File: config.mk
export PLATFORM = sky130hd
export DESIGN_NAME = id_stage
export DESIGN_NICKNAME = d
export VERILOG_FILES = /design/src/rv_isa_pkg.sv /design/src/id_ctrl_pkg.sv /design/src/id_dec_if.sv /design/src/id_decoder.sv /design/src/id_imm_gen.sv /design/src/id_ex_pipe.sv /design/src/id_stage.sv
export VERILOG_INCLUDE_DIRS = /design/src
export SDC_FILE = /design/constraint.sdc
export NUM_CORES = 1
export LEC_CHECK = 0
export ABC_AREA = 1
export CORE_MARGIN = 3
export CORE_UTILIZATION = 43
export CTS_CLUSTER_SIZE = 25
export DETAILED_ROUTE_END_ITERATION = 10
export DONT_BUFFER_PORTS = 1
export GPL_TIMING_DRIVEN = 1
export SYNTH_ARGS = -nofsm -noshare
export SYNTH_HDL_FRONTEND = slang
export SYNTH_SLANG_ARGS = --single-unit
File: constraint.sdc
create_clock -name clk_i -period 6.5 [get_ports clk_i]
set_input_delay 0.975 -clock clk_i [delete_from_list [all_inputs] [get_ports clk_i]]
set_output_delay 0.975 -clock clk_i [all_outputs]
set_load 0.01 [all_outputs]
File: src/id_config.svh
// Decode stage configuration

`ifndef ID_CONFIG_SVH
`define ID_CONFIG_SVH

// Data path and PC width
`define XLEN 32

// Register index width, 32 integer registers
`define REG_ADDR_W 5

// ADDI x0,x0,0 held in the ID/EX register after reset
`define ID_NOP_INSTR 32'h0000_0013

`endif

File: src/rv_isa_pkg.sv
// RV32I instruction encodings

package rv_isa_pkg;

  // Major opcodes of the base integer ISA
  typedef enum logic [6:0] {
    OPC_LOAD     = 7'b0000011,
    OPC_MISC_MEM = 7'b0001111,
    OPC_OP_IMM   = 7'b0010011,
    OPC_AUIPC    = 7'b0010111,
    OPC_STORE    = 7'b0100011,
    OPC_OP       = 7'b0110011,
    OPC_LUI      = 7'b0110111,
    OPC_BRANCH   = 7'b1100011,
    OPC_JALR     = 7'b1100111,
    OPC_JAL      = 7'b1101111,
    OPC_SYSTEM   = 7'b1110011
  } opcode_e;

  ////////////////////////////////////////////////////////////
  // Field views of one instruction word, MSB first
  ////////////////////////////////////////////////////////////

  typedef struct packed {
    logic [6:0] funct7;
    logic [4:0] rs2;
    logic [4:0] rs1;
    logic [2:0] funct3;
    logic [4:0] rd;
    opcode_e    opcode;
  } r_type_t;

  typedef struct packed {
    logic [11:0] imm_11_0;
    logic [4:0]  rs1;
    logic [2:0]  funct3;
    logic [4:0]  rd;
    opcode_e     opcode;
  } i_type_t;

  typedef struct packed {
    logic [6:0] imm_11_5;
    logic [4:0] rs2;
    logic [4:0] rs1;
    logic [2:0] funct3;
    logic [4:0] imm_4_0;
    opcode_e    opcode;
  } s_type_t;

  typedef struct packed {
    logic       imm_12;
    logic [5:0] imm_10_5;
    logic [4:0] rs2;
    logic [4:0] rs1;
    logic [2:0] funct3;
    logic [3:0] imm_4_1;
    logic       imm_11;
    opcode_e    opcode;
  } b_type_t;

  typedef struct packed {
    logic [19:0] imm_31_12;
    logic [4:0]  rd;
    opcode_e     opcode;
  } u_type_t;

  typedef struct packed {
    logic       imm_20;
    logic [9:0] imm_10_1;
    logic       imm_11;
    logic [7:0] imm_19_12;
    logic [4:0] rd;
    opcode_e    opcode;
  } j_type_t;

  typedef union packed {
    r_type_t r;
    i_type_t i;
    s_type_t s;
    b_type_t b;
    u_type_t u;
    j_type_t j;
  } rv_instr_u;

endpackage

File: src/id_ctrl_pkg.sv
// Decoded control types

package id_ctrl_pkg;

  // ALU operators, compares last for branches
  typedef enum logic [3:0] {
    ALU_ADD,
    ALU_SUB,
    ALU_SLL,
    ALU_SLT,
    ALU_SLTU,
    ALU_XOR,
    ALU_SRL,
    ALU_SRA,
    ALU_OR,
    ALU_AND,
    ALU_EQ,
    ALU_NE,
    ALU_LT,
    ALU_GE,
    ALU_LTU,
    ALU_GEU
  } alu_op_e;

  typedef enum logic [1:0] {
    OP_A_REG,
    OP_A_PC,
    OP_A_ZERO
  } op_a_sel_e;

  typedef enum logic {
    OP_B_REG,
    OP_B_IMM
  } op_b_sel_e;

  typedef enum logic [2:0] {
    IMM_I,
    IMM_S,
    IMM_B,
    IMM_U,
    IMM_J
  } imm_sel_e;

  // Same coding as funct3[1:0] of loads and stores
  typedef enum logic [1:0] {
    LSU_BYTE = 2'b00,
    LSU_HALF = 2'b01,
    LSU_WORD = 2'b10
  } lsu_type_e;

  typedef enum logic [1:0] {
    WB_ALU,
    WB_LSU,
    WB_PC4
  } wb_sel_e;

  typedef struct packed {
    alu_op_e   alu_op;
    op_a_sel_e op_a_sel;
    op_b_sel_e op_b_sel;
    logic      rf_we;
    wb_sel_e   wb_sel;
    logic      lsu_req;
    logic      lsu_we;
    lsu_type_e lsu_type;
    logic      lsu_sign_ext;
    logic      branch;
    logic      jump;
    logic      illegal;
    logic      ecall;
    logic      ebreak;
  } id_ctrl_t;

endpackage

File: src/id_dec_if.sv
// Decoder output bundle
`timescale 1ns/100ps
`include "id_config.svh"

interface id_dec_if import id_ctrl_pkg::*; ();

  id_ctrl_t                ctrl;
  imm_sel_e                imm_sel;
  logic [`REG_ADDR_W-1:0]  rd_addr;
  logic [`REG_ADDR_W-1:0]  rs1_addr;   // Also feeds the register file ports
  logic [`REG_ADDR_W-1:0]  rs2_addr;

  modport dec (
    output ctrl,
    output imm_sel,
    output rd_addr,
    output rs1_addr,
    output rs2_addr
  );

  modport imm (
    input imm_sel
  );

  modport pipe (
    input ctrl,
    input rd_addr
  );

endinterface

File: src/id_decoder.sv
// RV32I control decoder
`timescale 1ns/100ps

module id_decoder import rv_isa_pkg::*, id_ctrl_pkg::*; (
  input  rv_instr_u instr_i,
  id_dec_if.dec     dec
);

  id_ctrl_t   ctrl_d;
  imm_sel_e   imm_sel_d;
  logic       illegal;
  logic [2:0] funct3;
  logic [6:0] funct7;

  assign funct3 = instr_i.r.funct3;
  assign funct7 = instr_i.r.funct7;   // Upper immediate bits for shifts by constant

  always_comb begin
    ctrl_d = '{
      alu_op:   ALU_ADD,
      op_a_sel: OP_A_REG,
      op_b_sel: OP_B_REG,
      wb_sel:   WB_ALU,
      lsu_type: LSU_WORD,
      default:  1'b0
    };
    imm_sel_d = IMM_I;
    illegal   = 1'b0;

    case (instr_i.r.opcode)
      OPC_LUI: begin
        ctrl_d.op_a_sel = OP_A_ZERO;
        ctrl_d.op_b_sel = OP_B_IMM;
        ctrl_d.rf_we    = 1'b1;
        imm_sel_d       = IMM_U;
      end
      OPC_AUIPC: begin
        ctrl_d.op_a_sel = OP_A_PC;
        ctrl_d.op_b_sel = OP_B_IMM;
        ctrl_d.rf_we    = 1'b1;
        imm_sel_d       = IMM_U;
      end
      OPC_JAL: begin
        ctrl_d.op_a_sel = OP_A_PC;    // ALU forms the target
        ctrl_d.op_b_sel = OP_B_IMM;
        ctrl_d.rf_we    = 1'b1;
        ctrl_d.wb_sel   = WB_PC4;
        ctrl_d.jump     = 1'b1;
        imm_sel_d       = IMM_J;
      end
      OPC_JALR: begin
        ctrl_d.op_b_sel = OP_B_IMM;
        ctrl_d.rf_we    = 1'b1;
        ctrl_d.wb_sel   = WB_PC4;
        ctrl_d.jump     = 1'b1;
        illegal         = (funct3 != 3'b000);
      end
      OPC_BRANCH: begin
        ctrl_d.branch = 1'b1;
        imm_sel_d     = IMM_B;
        case (funct3)
          3'b000:  ctrl_d.alu_op = ALU_EQ;
          3'b001:  ctrl_d.alu_op = ALU_NE;
          3'b100:  ctrl_d.alu_op = ALU_LT;
          3'b101:  ctrl_d.alu_op = ALU_GE;
          3'b110:  ctrl_d.alu_op = ALU_LTU;
          3'b111:  ctrl_d.alu_op = ALU_GEU;
          default: illegal = 1'b1;
        endcase
      end
      OPC_LOAD: begin
        ctrl_d.op_b_sel     = OP_B_IMM;
        ctrl_d.rf_we        = 1'b1;
        ctrl_d.wb_sel       = WB_LSU;
        ctrl_d.lsu_req      = 1'b1;
        ctrl_d.lsu_type     = lsu_type_e'(funct3[1:0]);
        ctrl_d.lsu_sign_ext = ~funct3[2];   // LBU and LHU zero-extend
        illegal = (funct3[1:0] == 2'b11) || (funct3 == 3'b110);
      end
      OPC_STORE: begin
        ctrl_d.op_b_sel = OP_B_IMM;
        ctrl_d.lsu_req  = 1'b1;
        ctrl_d.lsu_we   = 1'b1;
        ctrl_d.lsu_type = lsu_type_e'(funct3[1:0]);
        imm_sel_d       = IMM_S;
        illegal         = funct3[2] || (funct3[1:0] == 2'b11);
      end
      OPC_OP_IMM: begin
        ctrl_d.op_b_sel = OP_B_IMM;
        ctrl_d.rf_we    = 1'b1;
        case (funct3)
          3'b000: ctrl_d.alu_op = ALU_ADD;
          3'b010: ctrl_d.alu_op = ALU_SLT;
          3'b011: ctrl_d.alu_op = ALU_SLTU;
          3'b100: ctrl_d.alu_op = ALU_XOR;
          3'b110: ctrl_d.alu_op = ALU_OR;
          3'b111: ctrl_d.alu_op = ALU_AND;
          3'b001: begin
            ctrl_d.alu_op = ALU_SLL;
            illegal       = (funct7 != 7'b0000000);
          end
          default: begin               // SRLI and SRAI
            ctrl_d.alu_op = funct7[5] ? ALU_SRA : ALU_SRL;
            illegal       = ({funct7[6], funct7[4:0]} != 6'b0);
          end
        endcase
      end
      OPC_OP: begin
        ctrl_d.rf_we = 1'b1;
        case ({funct7, funct3})
          10'b0000000_000: ctrl_d.alu_op = ALU_ADD;
          10'b0100000_000: ctrl_d.alu_op = ALU_SUB;
          10'b0000000_001: ctrl_d.alu_op = ALU_SLL;
          10'b0000000_010: ctrl_d.alu_op = ALU_SLT;
          10'b0000000_011: ctrl_d.alu_op = ALU_SLTU;
          10'b0000000_100: ctrl_d.alu_op = ALU_XOR;
          10'b0000000_101: ctrl_d.alu_op = ALU_SRL;
          10'b0100000_101: ctrl_d.alu_op = ALU_SRA;
          10'b0000000_110: ctrl_d.alu_op = ALU_OR;
          10'b0000000_111: ctrl_d.alu_op = ALU_AND;
          default:         illegal = 1'b1;
        endcase
      end
      OPC_MISC_MEM: begin
        // In-order core with no caches, FENCE does nothing
        illegal = (funct3 != 3'b000);
      end
      OPC_SYSTEM: begin
        if (funct3 == 3'b000 && instr_i.i.rs1 == '0 && instr_i.i.rd == '0) begin
          case (instr_i.i.imm_11_0)
            12'h000: ctrl_d.ecall  = 1'b1;
            12'h001: ctrl_d.ebreak = 1'b1;
            default: illegal = 1'b1;
          endcase
        end else begin
          illegal = 1'b1;
        end
      end
      default: illegal = 1'b1;
    endcase

    // Illegal words still travel down, but change no state
    ctrl_d.illegal = illegal;
    if (illegal) begin
      ctrl_d.rf_we   = 1'b0;
      ctrl_d.lsu_req = 1'b0;
    end
  end

  assign dec.ctrl     = ctrl_d;
  assign dec.imm_sel  = imm_sel_d;
  assign dec.rd_addr  = instr_i.r.rd;
  assign dec.rs1_addr = instr_i.r.rs1;
  assign dec.rs2_addr = instr_i.r.rs2;

endmodule

File: src/id_imm_gen.sv
// Immediate generator
`timescale 1ns/100ps
`include "id_config.svh"

module id_imm_gen import rv_isa_pkg::*, id_ctrl_pkg::*; (
  input  rv_instr_u        instr_i,
  id_dec_if.imm            dec,
  output logic [`XLEN-1:0] imm_o
);

  // Bit 31 of the word is the sign in every format
  always_comb begin
    case (dec.imm_sel)
      IMM_S: begin
        imm_o = {{(`XLEN-11){instr_i.s.imm_11_5[6]}}, instr_i.s.imm_11_5[5:0],
                 instr_i.s.imm_4_0};
      end
      IMM_B: begin
        imm_o = {{(`XLEN-12){instr_i.b.imm_12}}, instr_i.b.imm_11,
                 instr_i.b.imm_10_5, instr_i.b.imm_4_1, 1'b0};
      end
      IMM_U: begin
        imm_o = {{(`XLEN-31){instr_i.u.imm_31_12[19]}}, instr_i.u.imm_31_12[18:0],
                 12'b0};
      end
      IMM_J: begin
        imm_o = {{(`XLEN-20){instr_i.j.imm_20}}, instr_i.j.imm_19_12,
                 instr_i.j.imm_11, instr_i.j.imm_10_1, 1'b0};
      end
      default: begin             // I format
        imm_o = {{(`XLEN-11){instr_i.i.imm_11_0[11]}}, instr_i.i.imm_11_0[10:0]};
      end
    endcase
  end

endmodule

File: src/id_ex_pipe.sv
// ID/EX pipeline register
`timescale 1ns/100ps
`include "id_config.svh"

module id_ex_pipe import id_ctrl_pkg::*; (
  input  logic                   clk_i,
  input  logic                   rst_ni,
  input  logic                   in_valid_i,
  output logic                   in_ready_o,
  id_dec_if.pipe                 dec,
  input  logic [`XLEN-1:0]       pc_i,
  input  logic [`XLEN-1:0]       rs1_data_i,
  input  logic [`XLEN-1:0]       rs2_data_i,
  input  logic [`XLEN-1:0]       imm_i,
  output logic                   ex_valid_o,
  input  logic                   ex_ready_i,
  output id_ctrl_t               ex_ctrl_o,
  output logic [`XLEN-1:0]       ex_pc_o,
  output logic [`XLEN-1:0]       ex_rs1_data_o,
  output logic [`XLEN-1:0]       ex_rs2_data_o,
  output logic [`XLEN-1:0]       ex_imm_o,
  output logic [`REG_ADDR_W-1:0] ex_rd_o
);

  localparam logic [31:0] NopInstr = `ID_NOP_INSTR;

  // Control of the NOP; writing x0 is a no-op so rf_we stays low
  localparam id_ctrl_t NopCtrl = '{
    alu_op:   ALU_ADD,
    op_a_sel: OP_A_REG,
    op_b_sel: OP_B_IMM,
    wb_sel:   WB_ALU,
    lsu_type: LSU_WORD,
    default:  1'b0
  };

  logic valid_q;
  logic load;

  // Single slot, refilled in the cycle it drains
  assign in_ready_o = ~valid_q | ex_ready_i;
  assign load       = in_valid_i & in_ready_o;

  ////////////////////////////////////////////////////////////
  // Control and valid
  ////////////////////////////////////////////////////////////

  always_ff @(posedge clk_i or negedge rst_ni) begin
    if (!rst_ni) begin
      valid_q   <= 1'b0;
      ex_ctrl_o <= NopCtrl;
      ex_rd_o   <= NopInstr[11:7];
      ex_imm_o  <= {{(`XLEN-11){NopInstr[31]}}, NopInstr[30:20]};
    end else begin
      if (in_ready_o) begin
        valid_q <= in_valid_i;
      end
      if (load) begin
        ex_ctrl_o <= dec.ctrl;
        ex_rd_o   <= dec.rd_addr;
        ex_imm_o  <= imm_i;
      end
    end
  end

  // Operands, captured with the instruction
  always_ff @(posedge clk_i) begin
    if (load) begin
      ex_pc_o       <= pc_i;
      ex_rs1_data_o <= rs1_data_i;
      ex_rs2_data_o <= rs2_data_i;
    end
  end

  assign ex_valid_o = valid_q;

endmodule

File: src/id_stage.sv
// Instruction decode stage
`timescale 1ns/100ps
`include "id_config.svh"

module id_stage import id_ctrl_pkg::*; (
  input  logic                   clk_i,
  input  logic                   rst_ni,

  // Fetch side
  input  logic                   instr_valid_i,
  output logic                   instr_ready_o,
  input  logic [`XLEN-1:0]       instr_i,
  input  logic [`XLEN-1:0]       pc_i,

  // Register file, asynchronous read
  output logic [`REG_ADDR_W-1:0] rf_raddr_a_o,
  output logic [`REG_ADDR_W-1:0] rf_raddr_b_o,
  input  logic [`XLEN-1:0]       rf_rdata_a_i,
  input  logic [`XLEN-1:0]       rf_rdata_b_i,

  // Execute side
  output logic                   ex_valid_o,
  input  logic                   ex_ready_i,
  output logic [`XLEN-1:0]       ex_pc_o,
  output logic [`XLEN-1:0]       ex_rs1_data_o,
  output logic [`XLEN-1:0]       ex_rs2_data_o,
  output logic [`XLEN-1:0]       ex_imm_o,
  output logic [`REG_ADDR_W-1:0] ex_rd_o,
  output alu_op_e                ex_alu_op_o,
  output op_a_sel_e              ex_op_a_sel_o,
  output op_b_sel_e              ex_op_b_sel_o,
  output logic                   ex_rf_we_o,
  output wb_sel_e                ex_wb_sel_o,
  output logic                   ex_lsu_req_o,
  output logic                   ex_lsu_we_o,
  output lsu_type_e              ex_lsu_type_o,
  output logic                   ex_lsu_sign_ext_o,
  output logic                   ex_branch_o,
  output logic                   ex_jump_o,
  output logic                   ex_illegal_o,
  output logic                   ex_ecall_o,
  output logic                   ex_ebreak_o
);

  id_dec_if dec_bus ();

  logic [`XLEN-1:0] imm;
  id_ctrl_t         ex_ctrl;

  id_decoder u_decoder (
    .instr_i (instr_i),
    .dec     (dec_bus.dec)
  );

  id_imm_gen u_imm_gen (
    .instr_i (instr_i),
    .dec     (dec_bus.imm),
    .imm_o   (imm)
  );

  // Read addresses straight from the incoming word
  assign rf_raddr_a_o = dec_bus.rs1_addr;
  assign rf_raddr_b_o = dec_bus.rs2_addr;

  id_ex_pipe u_ex_pipe (
    .clk_i         (clk_i),
    .rst_ni        (rst_ni),
    .in_valid_i    (instr_valid_i),
    .in_ready_o    (instr_ready_o),
    .dec           (dec_bus.pipe),
    .pc_i          (pc_i),
    .rs1_data_i    (rf_rdata_a_i),
    .rs2_data_i    (rf_rdata_b_i),
    .imm_i         (imm),
    .ex_valid_o    (ex_valid_o),
    .ex_ready_i    (ex_ready_i),
    .ex_ctrl_o     (ex_ctrl),
    .ex_pc_o       (ex_pc_o),
    .ex_rs1_data_o (ex_rs1_data_o),
    .ex_rs2_data_o (ex_rs2_data_o),
    .ex_imm_o      (ex_imm_o),
    .ex_rd_o       (ex_rd_o)
  );

  ////////////////////////////////////////////////////////////
  // Registered control bundle to flat ports
  ////////////////////////////////////////////////////////////

  assign ex_alu_op_o       = ex_ctrl.alu_op;
  assign ex_op_a_sel_o     = ex_ctrl.op_a_sel;
  assign ex_op_b_sel_o     = ex_ctrl.op_b_sel;
  assign ex_rf_we_o        = ex_ctrl.rf_we;
  assign ex_wb_sel_o       = ex_ctrl.wb_sel;
  assign ex_lsu_req_o      = ex_ctrl.lsu_req;
  assign ex_lsu_we_o       = ex_ctrl.lsu_we;
  assign ex_lsu_type_o     = ex_ctrl.lsu_type;
  assign ex_lsu_sign_ext_o = ex_ctrl.lsu_sign_ext;
  assign ex_branch_o       = ex_ctrl.branch;
  assign ex_jump_o         = ex_ctrl.jump;
  assign ex_illegal_o      = ex_ctrl.illegal;
  assign ex_ecall_o        = ex_ctrl.ecall;
  assign ex_ebreak_o       = ex_ctrl.ebreak;

endmodule

==> out/qor.json <==
{
  "io_buffers": 0,
  "final_cell_area_um2": 6890,
  "n_antenna_cell": 0,
  "routed_wirelength_mm": 16.35,
  "worst_slew_margin_rel": 0.3828,
  "setup.worst_path.class": "in -> reg",
  "crit_path_end_kind": "flip-flop",
  "chipWidth_um": 125.8,
  "number_of_buffers_inserted_for_hold_repair_after_clock_tree_synthesis": 0,
  "placed_area_um2": 6277,
  "grt.overflow.total": 0,
  "core_um2": 13990,
  "detail_route.vias_per_cell": 5.419,
  "postCtsSetupBuffers": 0,
  "maxSlewViolCount": 0,
  "dp_hpwl_mm": 12.61,
  "worst-path-max-fanout": 14,
  "finalNetCount": 676,
  "cts-resized-gates": 0,
  "kind_of_launch_point_of_the_worst_setup_path": "input port",
  "worstSkewPairLatency_ns": 0.41,
  "flop_and_latch_count_out_of_synthesis": 154,
  "first_global_vias": 3822,
  "synth.area.top_cells": "edfxtp_1 47%, dfrtp_1 23%, nand2_1 7.8%, nor2_1 4.6%, inv_1 2.2%",
  "hp-class": "in -> async",
  "worstPathArrival_ns": 2.50,
  "synthesized_area_divided_by_synthesized_cell_count_um2": 11.39,
  "firstDrtPassIters": 6,
  "setup_viol_count_final": 0,
  "cellPowerDensity_nw_per_um2": 340.0,
  "max_clock_freq_mhz": 448.9,
  "row_count": 43,
  "outcome": "finished, final reports clean",
  "grt_setup_unrepaired": "false",
  "synth_area_leader_cell": "edfxtp_1",
  "finalWorstPathRequiredPeriod_ns": 2.228,
  "route.detailed.drc": 0,
  "antenna_violating_nets_post_route": 0,
  "cts_htree_levels": 4,
  "leakage_uw": 0.002880,
  "hold_viol_final": 0,
  "clock-skew-final_ns": 0.006393,
  "layout-drive-gt1-share": 0.1230,
  "grt_antenna_before_repair": 0,
  "synthesis.area_um2": 6176,
  "ys_seq_area_frac": 0.7022,
  "num_io_pins": 297,
  "clock_sink_count": 154,
  "setup-tns-final_ns": 0,
  "grt_first_pass_wirelength_mm": 24.33,
  "r2r_setup_slk_ns": 4.50,
  "first_iter_violations": 373,
  "timing.final.crit_share": 0.3427,
  "netlist-cell-type-count": 32,
  "num_vias": 3972,
  "yosys_warnings": 0,
  "max_cap_viol_count": 0,
  "post_synthesis_cell_count": 542,
  "clock_tree.buffer_depth": 2,
  "cts.reportedPaths.clkPinSlew_ns": 0.06,
  "vertical_die_dimension_um": 125.8,
  "area_added_between_synthesis_and_finish_pct": 11.57,
  "wire_per_inst_um": 22.30,
  "die_area_um2": 15840,
  "worst_pin_slew_ns": 0.9258,
  "cts_bufs_inserted": 17,
  "required_ns": 6.77,
  "grt_max_degree": 81,
  "gpl.final_weighted_congestion": 0.9160,
  "cts_tree": "built",
  "peak_supply_drop_uv": 166.6,
  "cts_root_buf": "clkbuf_16",
  "grt_usage": 0.2039,
  "yosys.area.top_type_share": 0.4668,
  "floorplan.initialDensity": 0.4415,
  "postSynthNetCount": 678
}
-- synth_stat cells (all sizes together) --
cell	number
ha	4
o21ai	30
nor2	79
buf	20
o211ai	7
a31oi	2
nand4	2
o22ai	1
edfxtp	96
inv	45
dfstp	2
nand3	20
a211oi	2
or2	1
o31ai	7
nand2	136
clkbuf	4
a21oi	28
dfrtp	56
-- cell families (layout without fill, tap and decap cells) --
logic type | after synthesis | count (layout) | synth area share
simple gates | 238 | 238 | 0.1598
flops | 154 | 154 | 0.7022
compound gates | 77 | 77 | 0.07800
buf+inv | 69 | 80 | 0.05186
fa+ha+maj | 4 | 4 | 0.008104
-- worst max-delay path: stages --
cell     delay (ns)
nand2_1        0.09
nor2_1         0.20
nand2_1        0.34
nand2_4        0.21
inv_2          0.05
nand2_2        0.06
inv_2          0.05
a21oi_4        0.39
a21oi_1        0.12
-- final cells by class --
class | count | area, µm²
flip-flops and latches | 154 | 4337
clock inverters | 15 | 187.7
inverters | 45 | 171.4
fillers | 1257 | 7098
clock buffers | 17 | 425.4
multi-input cells | 319 | 1521
well taps | 180 | 225.2
repair buffers | 3 | 22.52
-- metal layers --
metal	vias to the layer above	part of all wire	track usage
met5	-	0	0
met4	0	0.016	0.06940
met3	22	0.11	0.08058
met2	227	0.51	0.3345
met1	1912	0.37	0.2478
li1	1811	-	-
-- metrics by stage --
stage	setup slack (ns)	total power, µW	hold WS [ns]	std cells	utilization
finish	4.272	2343	0.2509	733	0.4926
global route	4.108	2437	0.2201	733	0.4926
global placement	3.930	1347	0.5213	701	0.4487
CTS	4.331	2368	0.2325	733	0.4926
floorplan	1.785	1316	0.5061	542	-
detailed placement	3.892	1352	0.5284	701	0.4487
-- layout by cell type, fill, tap and decap left out, drive strengths merged --
cell / instances
edfxtp: 96
o22ai: 1
o21ai: 30
dfrtp: 56
a31oi: 2
buf: 3
nand4: 2
nand3: 20
inv: 52
nor2: 79
nand2: 136
ha: 4
clkinv: 5
dfstp: 2
o31ai: 7
clkbuf: 17
o211ai: 7
bufinv: 3
or2: 1
a21oi: 28
a211oi: 2
-- path summary, 6_finish.rpt --
path | start | to | depth (start not counted)
max | instr_i[1] | u_ex_pipe.ex_imm_o[11]$_DFFE_PN0P_ | 9
min | rst_ni | u_ex_pipe.ex_ctrl_o[10]$_DFFE_PN0P_ | 0
max reg2reg | u_ex_pipe.ex_valid_o$_DFFE_PN0N_ | u_ex_pipe.ex_rs2_data_o[15]$_DFFE_PP_ | 4
min reg2reg | u_ex_pipe.ex_ctrl_o[7]$_DFFE_PN1P_ | u_ex_pipe.ex_ctrl_o[7]$_DFFE_PN1P_ | 2
max in group asynchronous | rst_ni | u_ex_pipe.ex_ctrl_o[13]$_DFFE_PN1P_ | 0
min in group clk_i | u_ex_pipe.ex_ctrl_o[7]$_DFFE_PN1P_ | u_ex_pipe.ex_ctrl_o[7]$_DFFE_PN1P_ | 2
-- power breakdown --
part	leakage, µW	total, µW	switching, µW	internal (µW)
Combinational	0.000944	112	79.1	33.2
Sequential	0.00163	1220	85.9	1130
Clock	0.000304	1010	400	614
Total	0.00288	2340	565	1780
-- flip-flops by register name, indices dropped and copies added, names as in the netlist --
signal,flops
u_ex_pipe.ex_ctrl_o,20
u_ex_pipe.ex_rs2_data_o,32
u_ex_pipe.ex_pc_o,32
u_ex_pipe.ex_rs1_data_o,32
u_ex_pipe.ex_rd_o,5
u_ex_pipe.ex_imm_o,32
u_ex_pipe.ex_valid_o,1
(Power assumes the default switching activity.)
